[config.mk]
export PLATFORM = sky130hd
export DESIGN_NAME = md_audio
export DESIGN_NICKNAME = d
export VERILOG_FILES = /design/src/source/md_audio_pkg.sv /design/src/source/audio_combine.sv /design/src/source/fm_dac_decode.sv /design/src/source/md_audio.sv /design/src/source/psg_level_mixer.sv
export SDC_FILE = /design/constraint.sdc
export NUM_CORES = 1
export LEC_CHECK = 0
export BUFFER_PORTS_ARGS = -buffer_cell sky130_fd_sc_hd__buf_2
export CAP_MARGIN = 10
export CORE_MARGIN = 2
export CORE_UTILIZATION = 45
export DETAILED_ROUTE_END_ITERATION = 6
export GPL_TIMING_DRIVEN = 1
export PLACE_DENSITY = 0.67
export SLEW_MARGIN = 20
export SYNTH_ARGS = -nofsm -noshare
export SYNTH_HDL_FRONTEND = slang
export SYNTH_SLANG_ARGS = --single-unit
[constraint.sdc]
create_clock -name MCLK2 -period 5.37 [get_ports MCLK2]
set_clock_uncertainty 0.2 [all_clocks]
set_input_delay 1.074 -clock MCLK2 [delete_from_list [all_inputs] [get_ports MCLK2]]
set_output_delay 1.074 -clock MCLK2 [all_outputs]
set_load 0.02 [all_outputs]
[src/source/md_audio_pkg.sv]
package md_audio_pkg;

	// raw FM word from the chip outputs
	localparam int fm_word_w = 10;

	// decoded FM value and stereo output, both signed
	localparam int fm_scaled_w = 18;
	localparam int out_sample_w = 18;

	// PSG side
	localparam int psg_sample_w = 16;
	localparam int psg_att_w = 4;
	localparam int psg_channels = 4;
	localparam int psg_vol_w = 13;

	// one FM word, ym3438 linear or ym2612 ladder
	typedef union packed {
		struct packed {
			logic pad;
			logic [8:0] level;
		} linear;
		logic signed [fm_word_w-1:0] ladder;
	} fm_sample_u;

	// 2 dB per step, full scale 8191, step 15 mutes
	localparam logic [psg_vol_w-1:0] psg_volume_table [0:15] = '{
		13'd8191,
		13'd6506,
		13'd5168,
		13'd4105,
		13'd3261,
		13'd2590,
		13'd2057,
		13'd1634,
		13'd1298,
		13'd1031,
		13'd819,
		13'd651,
		13'd517,
		13'd411,
		13'd326,
		13'd0
	};

endpackage

[src/source/audio_combine.sv]
module audio_combine
	(
	input logic MCLK2,
	input logic rst_i,

	input logic out_tick_i,
	input logic signed [md_audio_pkg::fm_scaled_w-1:0] fm_left_i,
	input logic signed [md_audio_pkg::fm_scaled_w-1:0] fm_right_i,
	input logic [md_audio_pkg::psg_sample_w-1:0] psg_sum_i,

	output logic signed [md_audio_pkg::out_sample_w-1:0] left_o,
	output logic signed [md_audio_pkg::out_sample_w-1:0] right_o,
	output logic sample_valid_o
	);

	// psg is unsigned, zero extend before the signed add
	logic signed [md_audio_pkg::out_sample_w-1:0] psg_ext;

	logic signed [md_audio_pkg::out_sample_w-1:0] left_sum;
	logic signed [md_audio_pkg::out_sample_w-1:0] right_sum;

	logic signed [md_audio_pkg::out_sample_w-1:0] left_q;
	logic signed [md_audio_pkg::out_sample_w-1:0] right_q;
	logic valid_q;

	assign psg_ext = signed'({{(md_audio_pkg::out_sample_w-md_audio_pkg::psg_sample_w){1'b0}},
		psg_sum_i});

	assign left_sum = fm_left_i + psg_ext;
	assign right_sum = fm_right_i + psg_ext;

	always_ff @(posedge MCLK2)
	begin
		if (rst_i)
		begin
			left_q <= '0;
			right_q <= '0;
			valid_q <= 1'b0;
		end
		else
		begin
			// one cycle valid per tick
			valid_q <= out_tick_i;
			if (out_tick_i)
			begin
				left_q <= left_sum;
				right_q <= right_sum;
			end
		end
	end

	assign left_o = left_q;
	assign right_o = right_q;
	assign sample_valid_o = valid_q;

endmodule

[src/source/fm_dac_decode.sv]
module fm_dac_decode
	(
	input logic MCLK2,
	input logic rst_i,

	input logic fm_strobe_i,
	input logic fm_ladder_i,
	input logic [md_audio_pkg::fm_word_w-1:0] fm_left_i,
	input logic [md_audio_pkg::fm_word_w-1:0] fm_right_i,

	output logic signed [md_audio_pkg::fm_scaled_w-1:0] fm_left_o,
	output logic signed [md_audio_pkg::fm_scaled_w-1:0] fm_right_o
	);

	// both decodes of one word, selected by mode
	function automatic logic signed [md_audio_pkg::fm_scaled_w-1:0] decode_word
		(
		input md_audio_pkg::fm_sample_u word,
		input logic ladder
		);
		logic signed [8:0] centered;
		logic signed [md_audio_pkg::fm_scaled_w-1:0] lin_val;
		logic signed [md_audio_pkg::fm_scaled_w-1:0] hi_part;
		logic signed [md_audio_pkg::fm_scaled_w-1:0] lo_part;
		logic signed [md_audio_pkg::fm_scaled_w-1:0] lad_val;

		// ym3438: unsigned around 256, times 64
		centered = word.linear.level - 9'd256;
		lin_val = {{3{centered[8]}}, centered, 6'h0};

		// ym2612: times 128 plus times 64
		hi_part = {word.ladder[9], word.ladder, 7'h0};
		lo_part = {{2{word.ladder[9]}}, word.ladder, 6'h0};
		lad_val = hi_part + lo_part;

		if (ladder)
		begin
			decode_word = lad_val;
		end
		else
		begin
			decode_word = lin_val;
		end
	endfunction

	md_audio_pkg::fm_sample_u left_word;
	md_audio_pkg::fm_sample_u right_word;

	logic signed [md_audio_pkg::fm_scaled_w-1:0] left_dec;
	logic signed [md_audio_pkg::fm_scaled_w-1:0] right_dec;

	logic signed [md_audio_pkg::fm_scaled_w-1:0] left_q;
	logic signed [md_audio_pkg::fm_scaled_w-1:0] right_q;

	assign left_word = fm_left_i;
	assign right_word = fm_right_i;

	// mode is used at the strobe only
	always_comb
	begin
		left_dec = decode_word(left_word, fm_ladder_i);
		right_dec = decode_word(right_word, fm_ladder_i);
	end

	always_ff @(posedge MCLK2)
	begin
		if (rst_i)
		begin
			left_q <= '0;
			right_q <= '0;
		end
		else if (fm_strobe_i)
		begin
			left_q <= left_dec;
			right_q <= right_dec;
		end
	end

	assign fm_left_o = left_q;
	assign fm_right_o = right_q;

endmodule

[src/source/md_audio.sv]
module md_audio
	(
	input logic MCLK2,
	input logic rst_i,

	// fm chip outputs
	input logic fm_strobe_i,
	input logic fm_ladder_i,
	input logic [md_audio_pkg::fm_word_w-1:0] fm_left_i,
	input logic [md_audio_pkg::fm_word_w-1:0] fm_right_i,

	// psg channel state
	input logic psg_strobe_i,
	input logic [md_audio_pkg::psg_channels-1:0] psg_level_i,
	input logic [md_audio_pkg::psg_channels*md_audio_pkg::psg_att_w-1:0] psg_att_i,

	input logic out_tick_i,

	output logic signed [md_audio_pkg::out_sample_w-1:0] left_o,
	output logic signed [md_audio_pkg::out_sample_w-1:0] right_o,
	output logic sample_valid_o
	);

	logic signed [md_audio_pkg::fm_scaled_w-1:0] fm_left_s;
	logic signed [md_audio_pkg::fm_scaled_w-1:0] fm_right_s;
	logic [md_audio_pkg::psg_sample_w-1:0] psg_sum;

	fm_dac_decode fm_dec
		(
		.MCLK2(MCLK2),
		.rst_i(rst_i),
		.fm_strobe_i(fm_strobe_i),
		.fm_ladder_i(fm_ladder_i),
		.fm_left_i(fm_left_i),
		.fm_right_i(fm_right_i),
		.fm_left_o(fm_left_s),
		.fm_right_o(fm_right_s)
		);

	psg_level_mixer psg_mix
		(
		.MCLK2(MCLK2),
		.rst_i(rst_i),
		.psg_strobe_i(psg_strobe_i),
		.psg_level_i(psg_level_i),
		.psg_att_i(psg_att_i),
		.psg_sum_o(psg_sum)
		);

	// mono psg onto both fm sides
	audio_combine mix
		(
		.MCLK2(MCLK2),
		.rst_i(rst_i),
		.out_tick_i(out_tick_i),
		.fm_left_i(fm_left_s),
		.fm_right_i(fm_right_s),
		.psg_sum_i(psg_sum),
		.left_o(left_o),
		.right_o(right_o),
		.sample_valid_o(sample_valid_o)
		);

endmodule

[src/source/psg_level_mixer.sv]
module psg_level_mixer
	(
	input logic MCLK2,
	input logic rst_i,

	input logic psg_strobe_i,
	input logic [md_audio_pkg::psg_channels-1:0] psg_level_i,
	input logic [md_audio_pkg::psg_channels*md_audio_pkg::psg_att_w-1:0] psg_att_i,

	output logic [md_audio_pkg::psg_sample_w-1:0] psg_sum_o
	);

	// per channel attenuation, channel 0 in the low bits
	logic [md_audio_pkg::psg_att_w-1:0] att [md_audio_pkg::psg_channels];

	// table level and gated level of each channel
	logic [md_audio_pkg::psg_vol_w-1:0] vol [md_audio_pkg::psg_channels];
	logic [md_audio_pkg::psg_vol_w-1:0] gated [md_audio_pkg::psg_channels];

	logic [md_audio_pkg::psg_sample_w-1:0] sum_d;
	logic [md_audio_pkg::psg_sample_w-1:0] sum_q;

	// split the packed attenuation word
	always_comb
	begin
		for (int ch = 0; ch < md_audio_pkg::psg_channels; ch++)
		begin
			att[ch] = psg_att_i[ch*md_audio_pkg::psg_att_w +: md_audio_pkg::psg_att_w];
		end
	end

	// volume lookup
	always_comb
	begin
		for (int ch = 0; ch < md_audio_pkg::psg_channels; ch++)
		begin
			vol[ch] = md_audio_pkg::psg_volume_table[att[ch]];
		end
	end

	// square output low means silent
	always_comb
	begin
		for (int ch = 0; ch < md_audio_pkg::psg_channels; ch++)
		begin
			if (psg_level_i[ch])
			begin
				gated[ch] = vol[ch];
			end
			else
			begin
				gated[ch] = '0;
			end
		end
	end

	// 4 x 8191 = 32764, no overflow in 16 bits
	always_comb
	begin
		sum_d = '0;
		for (int ch = 0; ch < md_audio_pkg::psg_channels; ch++)
		begin
			sum_d = sum_d + {{(md_audio_pkg::psg_sample_w-md_audio_pkg::psg_vol_w){1'b0}},
				gated[ch]};
		end
	end

	always_ff @(posedge MCLK2)
	begin
		if (rst_i)
		begin
			sum_q <= '0;
		end
		else if (psg_strobe_i)
		begin
			sum_q <= sum_d;
		end
	end

	assign psg_sum_o = sum_q;

endmodule
==> results of run 1 <==
cells in the final DEF, fill, tap and decap left out, types with 12 or more instances in the layout:
cell,instances
sky130_fd_sc_hd__buf_4,71
sky130_fd_sc_hd__nand2_1,60
sky130_fd_sc_hd__nor2b_1,19
sky130_fd_sc_hd__nor3_1,16
sky130_fd_sc_hd__buf_2,81
sky130_fd_sc_hd__ha_1,83
sky130_fd_sc_hd__fa_1,18
sky130_fd_sc_hd__nand3_1,24
sky130_fd_sc_hd__nor2_1,104
sky130_fd_sc_hd__nand2b_1,25
sky130_fd_sc_hd__xor2_1,15
sky130_fd_sc_hd__mux2i_1,42
sky130_fd_sc_hd__o211ai_1,17
sky130_fd_sc_hd__inv_1,62
sky130_fd_sc_hd__xnor2_1,24
sky130_fd_sc_hd__a211oi_1,36
sky130_fd_sc_hd__o21a_1,12
sky130_fd_sc_hd__a21oi_1,54
sky130_fd_sc_hd__o21ai_0,48
sky130_fd_sc_hd__dfxtp_1,70
flip-flops by register name, summed over array words and instances (netlist names):
signal and flops:
mix.sample_valid_o 1, fm_dec.fm_left_o 12, fm_dec.fm_right_o 12, mix.right_o 18
mix.left_o 12, psg_mix.psg_sum_o 15
metrics by stage:
step | instance area [um^2] | worst slack, ps
after floorplan | 7270 | 22.7
after global placement | 8240 | -245
after detailed placement | 8240 | -308
after CTS | 8600 | 47.1
after global routing | 8790 | -121
final | 8790 | 154
power groups by stage:
stage | clock network [W] | registers [W] | logic, W
final | 0.000717 | 0.000632 | 0.000999
after global routing | 0.000749 | 0.000640 | 0.00112
after CTS | 0.000730 | 0.000633 | 0.000959
after detailed placement | 0 | 0.000643 | 0.000953
after global placement | 0 | 0.000643 | 0.000941
after floorplan | 0 | 0.000661 | 0.000644
worst paths after layout:
check	endpoint	slack [ps]	depth (start not counted)
worst max-delay path	psg_mix.psg_sum_o[13]	150	23
worst max register to register	mix.right_o[14]	2810	9
worst min-delay path	mix.right_o[14]	270	2
worst min register to register	mix.right_o[14]	270	2
logic make-up (layout without fill, tap and decap cells):
| logic type | count (synthesis) | after routing | share of synthesized area [%] |
|---|---|---|---|
| buffers and inverters | 115 | 238 | 6.44 |
| xor gates and xnor gates | 41 | 41 | 4.98 |
| DFF | 70 | 70 | 19.4 |
| adders and majority gates | 109 | 109 | 20.9 |
| muxes | 47 | 47 | 6.92 |
| and+or+nand+nor | 277 | 277 | 17.9 |
| AOI/OAI and AO/OA | 255 | 255 | 23.4 |
metal layers:
layer	global-route usage (%)	share of wire, %	up-vias
met2	37.3	50	95
met1	25.4	44	3019
met4	8.32	2.7	0
met5	0	0	-
met3	2.52	2.5	29
li1	-	-	3481
area by class of cell:
type	count	area (um^2)	share of cell area, %
clock buffer	10	229	2.60
clock inverter	6	134	1.52
inverter	68	259	2.94
multi-input combinational	729	5530	62.9
sequential	70	1400	15.9
tap	216	270	3.07
timing repair buffer	154	970	11.0
critical path: stages:
cell and delay [ps]:
sky130_fd_sc_hd__buf_6 80, sky130_fd_sc_hd__clkinvlp_4 110, sky130_fd_sc_hd__ha_4 230, sky130_fd_sc_hd__mux4_2 440, sky130_fd_sc_hd__nor2b_1 130, sky130_fd_sc_hd__ha_2 190
sky130_fd_sc_hd__inv_2 40, sky130_fd_sc_hd__fa_2 400, sky130_fd_sc_hd__nor2b_4 170, sky130_fd_sc_hd__o311ai_4 120, sky130_fd_sc_hd__a31oi_2 210, sky130_fd_sc_hd__a21o_1 150
sky130_fd_sc_hd__a21oi_2 60, sky130_fd_sc_hd__xor2_1 150, sky130_fd_sc_hd__fa_1 490, sky130_fd_sc_hd__inv_2 50, sky130_fd_sc_hd__ha_4 240, sky130_fd_sc_hd__a21oi_2 130
sky130_fd_sc_hd__o21ai_1 70, sky130_fd_sc_hd__a41oi_1 230, sky130_fd_sc_hd__o21ai_2 100, sky130_fd_sc_hd__xor2_1 150, sky130_fd_sc_hd__a22o_1 200
what timing repair did:
item,in CTS,in global routing
hold buffers,0,0
setup endpoints to repair,0,7
buffers inserted,0,8
gates resized for setup,0,37
==> out/qor.log, run 1 <==
[outcome] run status finished, final reports clean
[global_route] final global-route overflow total 0
[sta] Tmin final 5220 ps
[critical_path] Worst Path Required 5400 ps
[cells_and_area] post-layout net count 1187
[cts] clock root buffer sky130_fd_sc_hd__clkbuf_16
[worst_hold_path] Hold Path Class reg -> reg
[cts] Sink Count 70
[global_route] largest net degree at the start of global routing 44
[pwr] static power due to leakage 4.10 nW
[floorplan] overall die height 131 um
[logic_synthesis] top cells by area in the synthesized netlist sky130_fd_sc_hd__dfxtp_1, sky130_fd_sc_hd__ha_1, sky130_fd_sc_hd__mux2i_1
[cts] insertion delay of the later-clocked pin in the worst-skew pair 330 ps
[logic_synthesis] mean instance size in the synthesized netlist 7.89 um^2
[floorplan] DIE WIDTH 131 um
[logic_synthesis] top cell type by total area after synthesis sky130_fd_sc_hd__dfxtp_1
[global_route] wire length of the first global-routing pass 28.7 mm
[cts] number of levels the H-tree was split into 3
[critical_path] Crit Reg-Reg Startpoint fm_dec.fm_right_o[6]
[pwr] power after layout 0.00235 W
[cts] TritonCTS clock tree built
[sta] final clock period utilization by the worst path 97.1%
[pwr] cell area power density 267 mW/mm^2
[detailed_routing] average routed wire per standard cell 13.9 um
[critical_path] worst setup path startpoint psg_att_i[0]
[cells_and_area] area added between synthesis and finish 22.0%
[logic_synthesis] Mapped Cells 914
[pwr] reported net switching power 0.000801 W
[worst_hold_path] Worst Min Path Start mix.right_o[14]
[cts] cts bufs inserted 9
[critical_path] category of the worst setup path launch point primary input
[detailed_routing] DRC violations left 0
[logic_synthesis] number of flip-flops and latches in the synthesized netlist 70
[flow_run] max-capacitance violation count 0
[global_route] number of global-route vias before repair 6206
[floorplan] initial standard-cell utilization of the core 45.7%
[pwr] switching part of the total 34.1%
[global_route] overall routing resource usage 20.8%
[placed_design] # placed instances 1229
[logic_synthesis] number of warning messages in the yosys log 0
[detailed_routing] count of nets left with antenna violations after detail routing 0
[logic_synthesis] post-synth top area share 19.4%
[detailed_routing] drt pass-1 iters 6
[floorplan] Ports 83
[pwr] power share of the combinational group 42.5%
[logic_synthesis] primary flip-flop cell chosen by synthesis mapping sky130_fd_sc_hd__dfxtp_1
[cts] Max Buffers Root-to-Sink 2
[logic_synthesis] most frequently used cell type in the post-synthesis netlist sky130_fd_sc_hd__nor2_1
[sta] smallest hold slack 267 ps
[floorplan] cell row count 46
[placed_design] global placer's final weighted congestion 0.905
[critical_path] critical path capture point type flip-flop
[sta] slew at the pin closest to its max-slew limit 832 ps
[logic_synthesis] Seq/Total Area, Yosys 19.4%
[logic_synthesis] Netlist Area Pre-Place 0.00721 mm^2
[placed_design] dpl hpwl 13.8 mm
[pwr] internal power 0.00155 W
[sta] total negative setup slack 0 ps
[logic_synthesis] fraction of synthesis flops using an asynchronous set or reset pin 0%
[placed_design] I/O Buffers 82
[sta] fmax 192 MHz
[floorplan] core box area 0.0158 mm^2
[detailed_routing] detail-routed via count per cell 5.29
[global_route] antenna violations before repair 0
[pwr] Clock Power Share 30.6%
[detailed_routing] Routed Wire Length 17.4 mm
[detailed_routing] 1st-iter DRT viols 299
[cells_and_area] Post-Layout Cell Count 1253
[cells_and_area] final core occ 55.8%
[sta] Slew headroom 44.5%
[cts] clock slew at reported path FFs 50 ps
[sta] Final Setup Violations 0
[logic_synthesis] Netlist cell types 64
[sta] Final Hold Fails 0
[cells_and_area] ratio of cells with drive above 1 in the final layout 20.6%
[logic_synthesis] Post-synth EDFFs 0
[cells_and_area] count of inserted antenna diode cells 0
[sta] Final Max Tran Viols 0
[logic_synthesis] Synth Net Count 1069
[pwr] register share of total power 26.9%
[pwr] Peak supply drop 0.000183 V
[logic_synthesis] synth cell count leaders sky130_fd_sc_hd__nor2_1, sky130_fd_sc_hd__ha_1, sky130_fd_sc_hd__dfxtp_1, sky130_fd_sc_hd__inv_1, sky130_fd_sc_hd__a21oi_1
[floorplan] area of the die 0.0171 mm^2
[critical_path] critical path fanouts, max 3
[critical_path] critical path data arrival time 5240 ps
[critical_path] Setup CP Type in -> reg
[detailed_routing] vias post-DR 6624
[cells_and_area] filler cell count in the final layout 1567
Power figures use the tool's default switching activity.
==> run 2, diff against run 1 <==
BUFFER_PORTS_ARGS = -buffer_cell sky130_fd_sc_hd__buf_4   (was -buffer_cell sky130_fd_sc_hd__buf_2)
==> run 2 against run 1 <==
Compared with the run above:
- critical path depth unchanged
- fmax up 1.0%
- global-route usage fell by 0.15 points
- non-clock buffer count down 15
- cell count down 1.2%
- clock power fell by 11%
- critical endpoint is now psg_mix.psg_sum_o[10]
- largest cell class unchanged
- largest power group unchanged
==> out/qor.log, run 2 (same netlist as run 1, synthesis figures left out) <==
[detailed_routing] vias post-DR 6552 [-1.1%]
[critical_path] critical path fanouts, max 4 [+1]
[global_route] largest net degree at the start of global routing 69 [+57%]
[cts] TritonCTS clock tree built
[cells_and_area] final core occ 55.9% [+0.12 points]
[placed_design] worst slack at placement -330 ps [-22.0 ps]
[sta] Tmin final 5160 ps [-52.6 ps]
[sta] slew at the pin closest to its max-slew limit 690 ps [-143 ps]
[sta] Final Max Tran Viols 0 [unchanged]
[critical_path] category of the worst setup path launch point primary input
[cts] insertion delay of the later-clocked pin in the worst-skew pair 330 ps [about the same]
[flow_run] max-capacitance violation count 0 [unchanged]
[cells_and_area] flip-flop count of the largest register after layout 18 [unchanged]
[critical_path] critical path data arrival time 5160 ps [-80 ps]
[placed_design] # placed instances 1219 [-0.81%]
[placed_design] placed cell area 0.00837 mm^2 [+1.6%]
[detailed_routing] Routed Wire Length 17.3 mm [-0.47%]
[pwr] static power due to leakage 4.04 nW [-1.5%]
[placed_design] dpl hpwl 13.8 mm [about the same]
[floorplan] core box area 0.0158 mm^2 [unchanged]
[cells_and_area] Post-Layout Cell Count 1238 [-1.2%]
[sta] Slew headroom 54.0% [+9.5 points]
[floorplan] cell row count 46 [unchanged]
[cts] number of buffers added to fix hold violations after cts 0 [unchanged]
[critical_path] Levels on crit path 23 [unchanged]
[cells_and_area] commonest cells after routing, fill and taps aside sky130_fd_sc_hd__buf_4, sky130_fd_sc_hd__nor2_1, sky130_fd_sc_hd__ha_1
[critical_path] largest delay contributor family on the critical path adder cells
[cts] Sink Count 70 [unchanged]
[cts] clock slew at reported path FFs 60 ps [about the same]
[cells_and_area] count of inserted antenna diode cells 0 [unchanged]
[floorplan] overall die height 131 um [unchanged]
[cells_and_area] most frequent standard cell in the layout excluding fill and tap cells sky130_fd_sc_hd__buf_4
[placed_design] global placer's final weighted congestion 0.896 [-0.93%]
[critical_path] critical path, cell by cell buf_6, clkinvlp_4, ha_4, mux4_2, nor2b_1, ha_2, inv_2, fa_2, nor2b_4, o31a_1, o21ai_1, nand2b_1, xnor2_2, fa_1, inv_2, ha_4, o21ai_0, a21oi_2, a41oi_2, buf_4, xnor2_1, mux2i_1, nor2_1
[global_route] overall routing resource usage 20.7% [-0.15 points]
[sta] final worst slack 207 ps [+52.6 ps]
[cells_and_area] cell area after layout 0.00881 mm^2 [+0.21%]
[critical_path] Worst Path Required 5370 ps [-30 ps]
[global_route] antenna violations before repair 0 [unchanged]
[cells_and_area] post-layout net count 1172 [-1.3%]
[outcome] run status finished, final reports clean
[floorplan] DIE WIDTH 131 um [unchanged]
[sta] Final Setup Violations 0 [unchanged]
[critical_path] Setup CP Type in -> reg
[critical_path] worst path bufs/invs 5 [+1]
[global_route] number of global-route vias before repair 6148 [-0.93%]
[floorplan] area of the die 0.0171 mm^2 [unchanged]
[cells_and_area] area added between synthesis and finish 22.2%
[worst_hold_path] Min-Delay Path Depth 2 [unchanged]
[pwr] cell area power density 258 mW/mm^2 [-3.3%]
[placed_design] I/O Buffers 82 [unchanged]
[global_route] wire length of the first global-routing pass 28.7 mm [-0.14%]
[sta] fmax 194 MHz [+1.0%]
[floorplan] Ports 83 [unchanged]
[detailed_routing] count of nets left with antenna violations after detail routing 0 [unchanged]
[detailed_routing] detail-routed via count per cell 5.29 [+0.11%]
[detailed_routing] 1st-iter DRT viols 329 [+10%]
[detailed_routing] average routed wire per standard cell 14.0 um [+0.73%]
[detailed_routing] drt pass-1 iters 5 [-1]
[critical_path] crit path max-delay cell type sky130_fd_sc_hd__fa_1
[cts] clock root buffer sky130_fd_sc_hd__clkbuf_16
[cts] cts bufs inserted 9 [unchanged]
[cts] Max Buffers Root-to-Sink 2 [unchanged]
[critical_path] R2R depth 9 [unchanged]
[cts] number of levels the H-tree was split into 3 [unchanged]
[global_route] final global-route overflow total 0 [unchanged]
[sta] final clock period utilization by the worst path 96.1% [-0.98 points]
[detailed_routing] DRC violations left 0 [unchanged]
[critical_path] longest individual stage delay on the worst path 520 ps [+30 ps]
[critical_path] critical path capture point type flip-flop
[pwr] Peak supply drop 0.000161 V [-12%]
[sta] Final Hold Fails 0 [unchanged]
[cells_and_area] ratio of cells with drive above 1 in the final layout 19.1% [-1.6 points]
[floorplan] initial standard-cell utilization of the core 45.7% [unchanged]
[worst_hold_path] Hold Path Class reg -> reg
[run 2: cell count changes in the layout (fill, tap and decap cells not counted), moves of 2 or more]
cell                        before  now
sky130_fd_sc_hd__clkinv_4        1    3
sky130_fd_sc_hd__buf_4          71  137
sky130_fd_sc_hd__a21oi_1        54   56
sky130_fd_sc_hd__buf_2          81    0
sky130_fd_sc_hd__o21ai_0        48   50
sky130_fd_sc_hd__bufinv_16       4    2
[run 2: path summary, 6_finish.rpt]
kind / from / to / slack, ps
setup reg to reg: fm_dec.fm_right_o[6] / mix.right_o[14] / 2790
hold reg to reg: mix.right_o[14] / mix.right_o[14] / 270
setup / recovery: psg_att_i[0] / psg_mix.psg_sum_o[10] / 210
hold / removal: mix.right_o[14] / mix.right_o[14] / 270
[run 2: cell type report]
| class | count | area (um^2) |
|---|---|---|
| repair buffers | 139 | 1060 |
| clock buffers | 9 | 225 |
| inverters | 68 | 262 |
| fillers | 1518 | 6960 |
| clock inverters | 7 | 98.8 |
| multi-input cells | 729 | 5500 |
| well taps | 216 | 270 |
| flip-flops and latches | 70 | 1400 |
[run 2: where the power goes]
part | switching, W | internal, W | leakage [nW]
Clock | 0.000230 | 0.000408 | 0.156
Sequential | 0.0000497 | 0.000585 | 0.577
Combinational | 0.000532 | 0.000471 | 3.30
Total | 0.000811 | 0.00146 | 4.04
[run 2: repair_timing]
action / CTS / global route
buffers inserted: 0 / 3
resized for setup: 0 / 29
setup endpoints to repair: 0 / 5
[run 2: worst min-delay path, delay by kind of cell (launching register included)]
family / cells / cell delay (ps)
AOI/OAI and AO/OA: 2 / 120
DFF: 1 / 320
[run 2: metal layers]
| layer | track usage [%] | share of wire [%] |
|---|---|---|
| met4 | 6.57 | 2.0 |
| met1 | 25.5 | 45 |
| met3 | 2.12 | 1.9 |
| met2 | 37.8 | 51 |
| met5 | 0 | 0 |
[run 2: stage by stage]
step | total power [W] | hold WS, ps | setup TNS, ps
2_1_floorplan | 0.00130 | 248 | 0
3_3_place_gp | 0.00160 | 263 | -1060
3_5_place_dp | 0.00162 | 267 | -1520
4_1_cts | 0.00226 | 280 | 0
5_1_grt | 0.00243 | 303 | -51.8
6_report | 0.00227 | 274 | 0
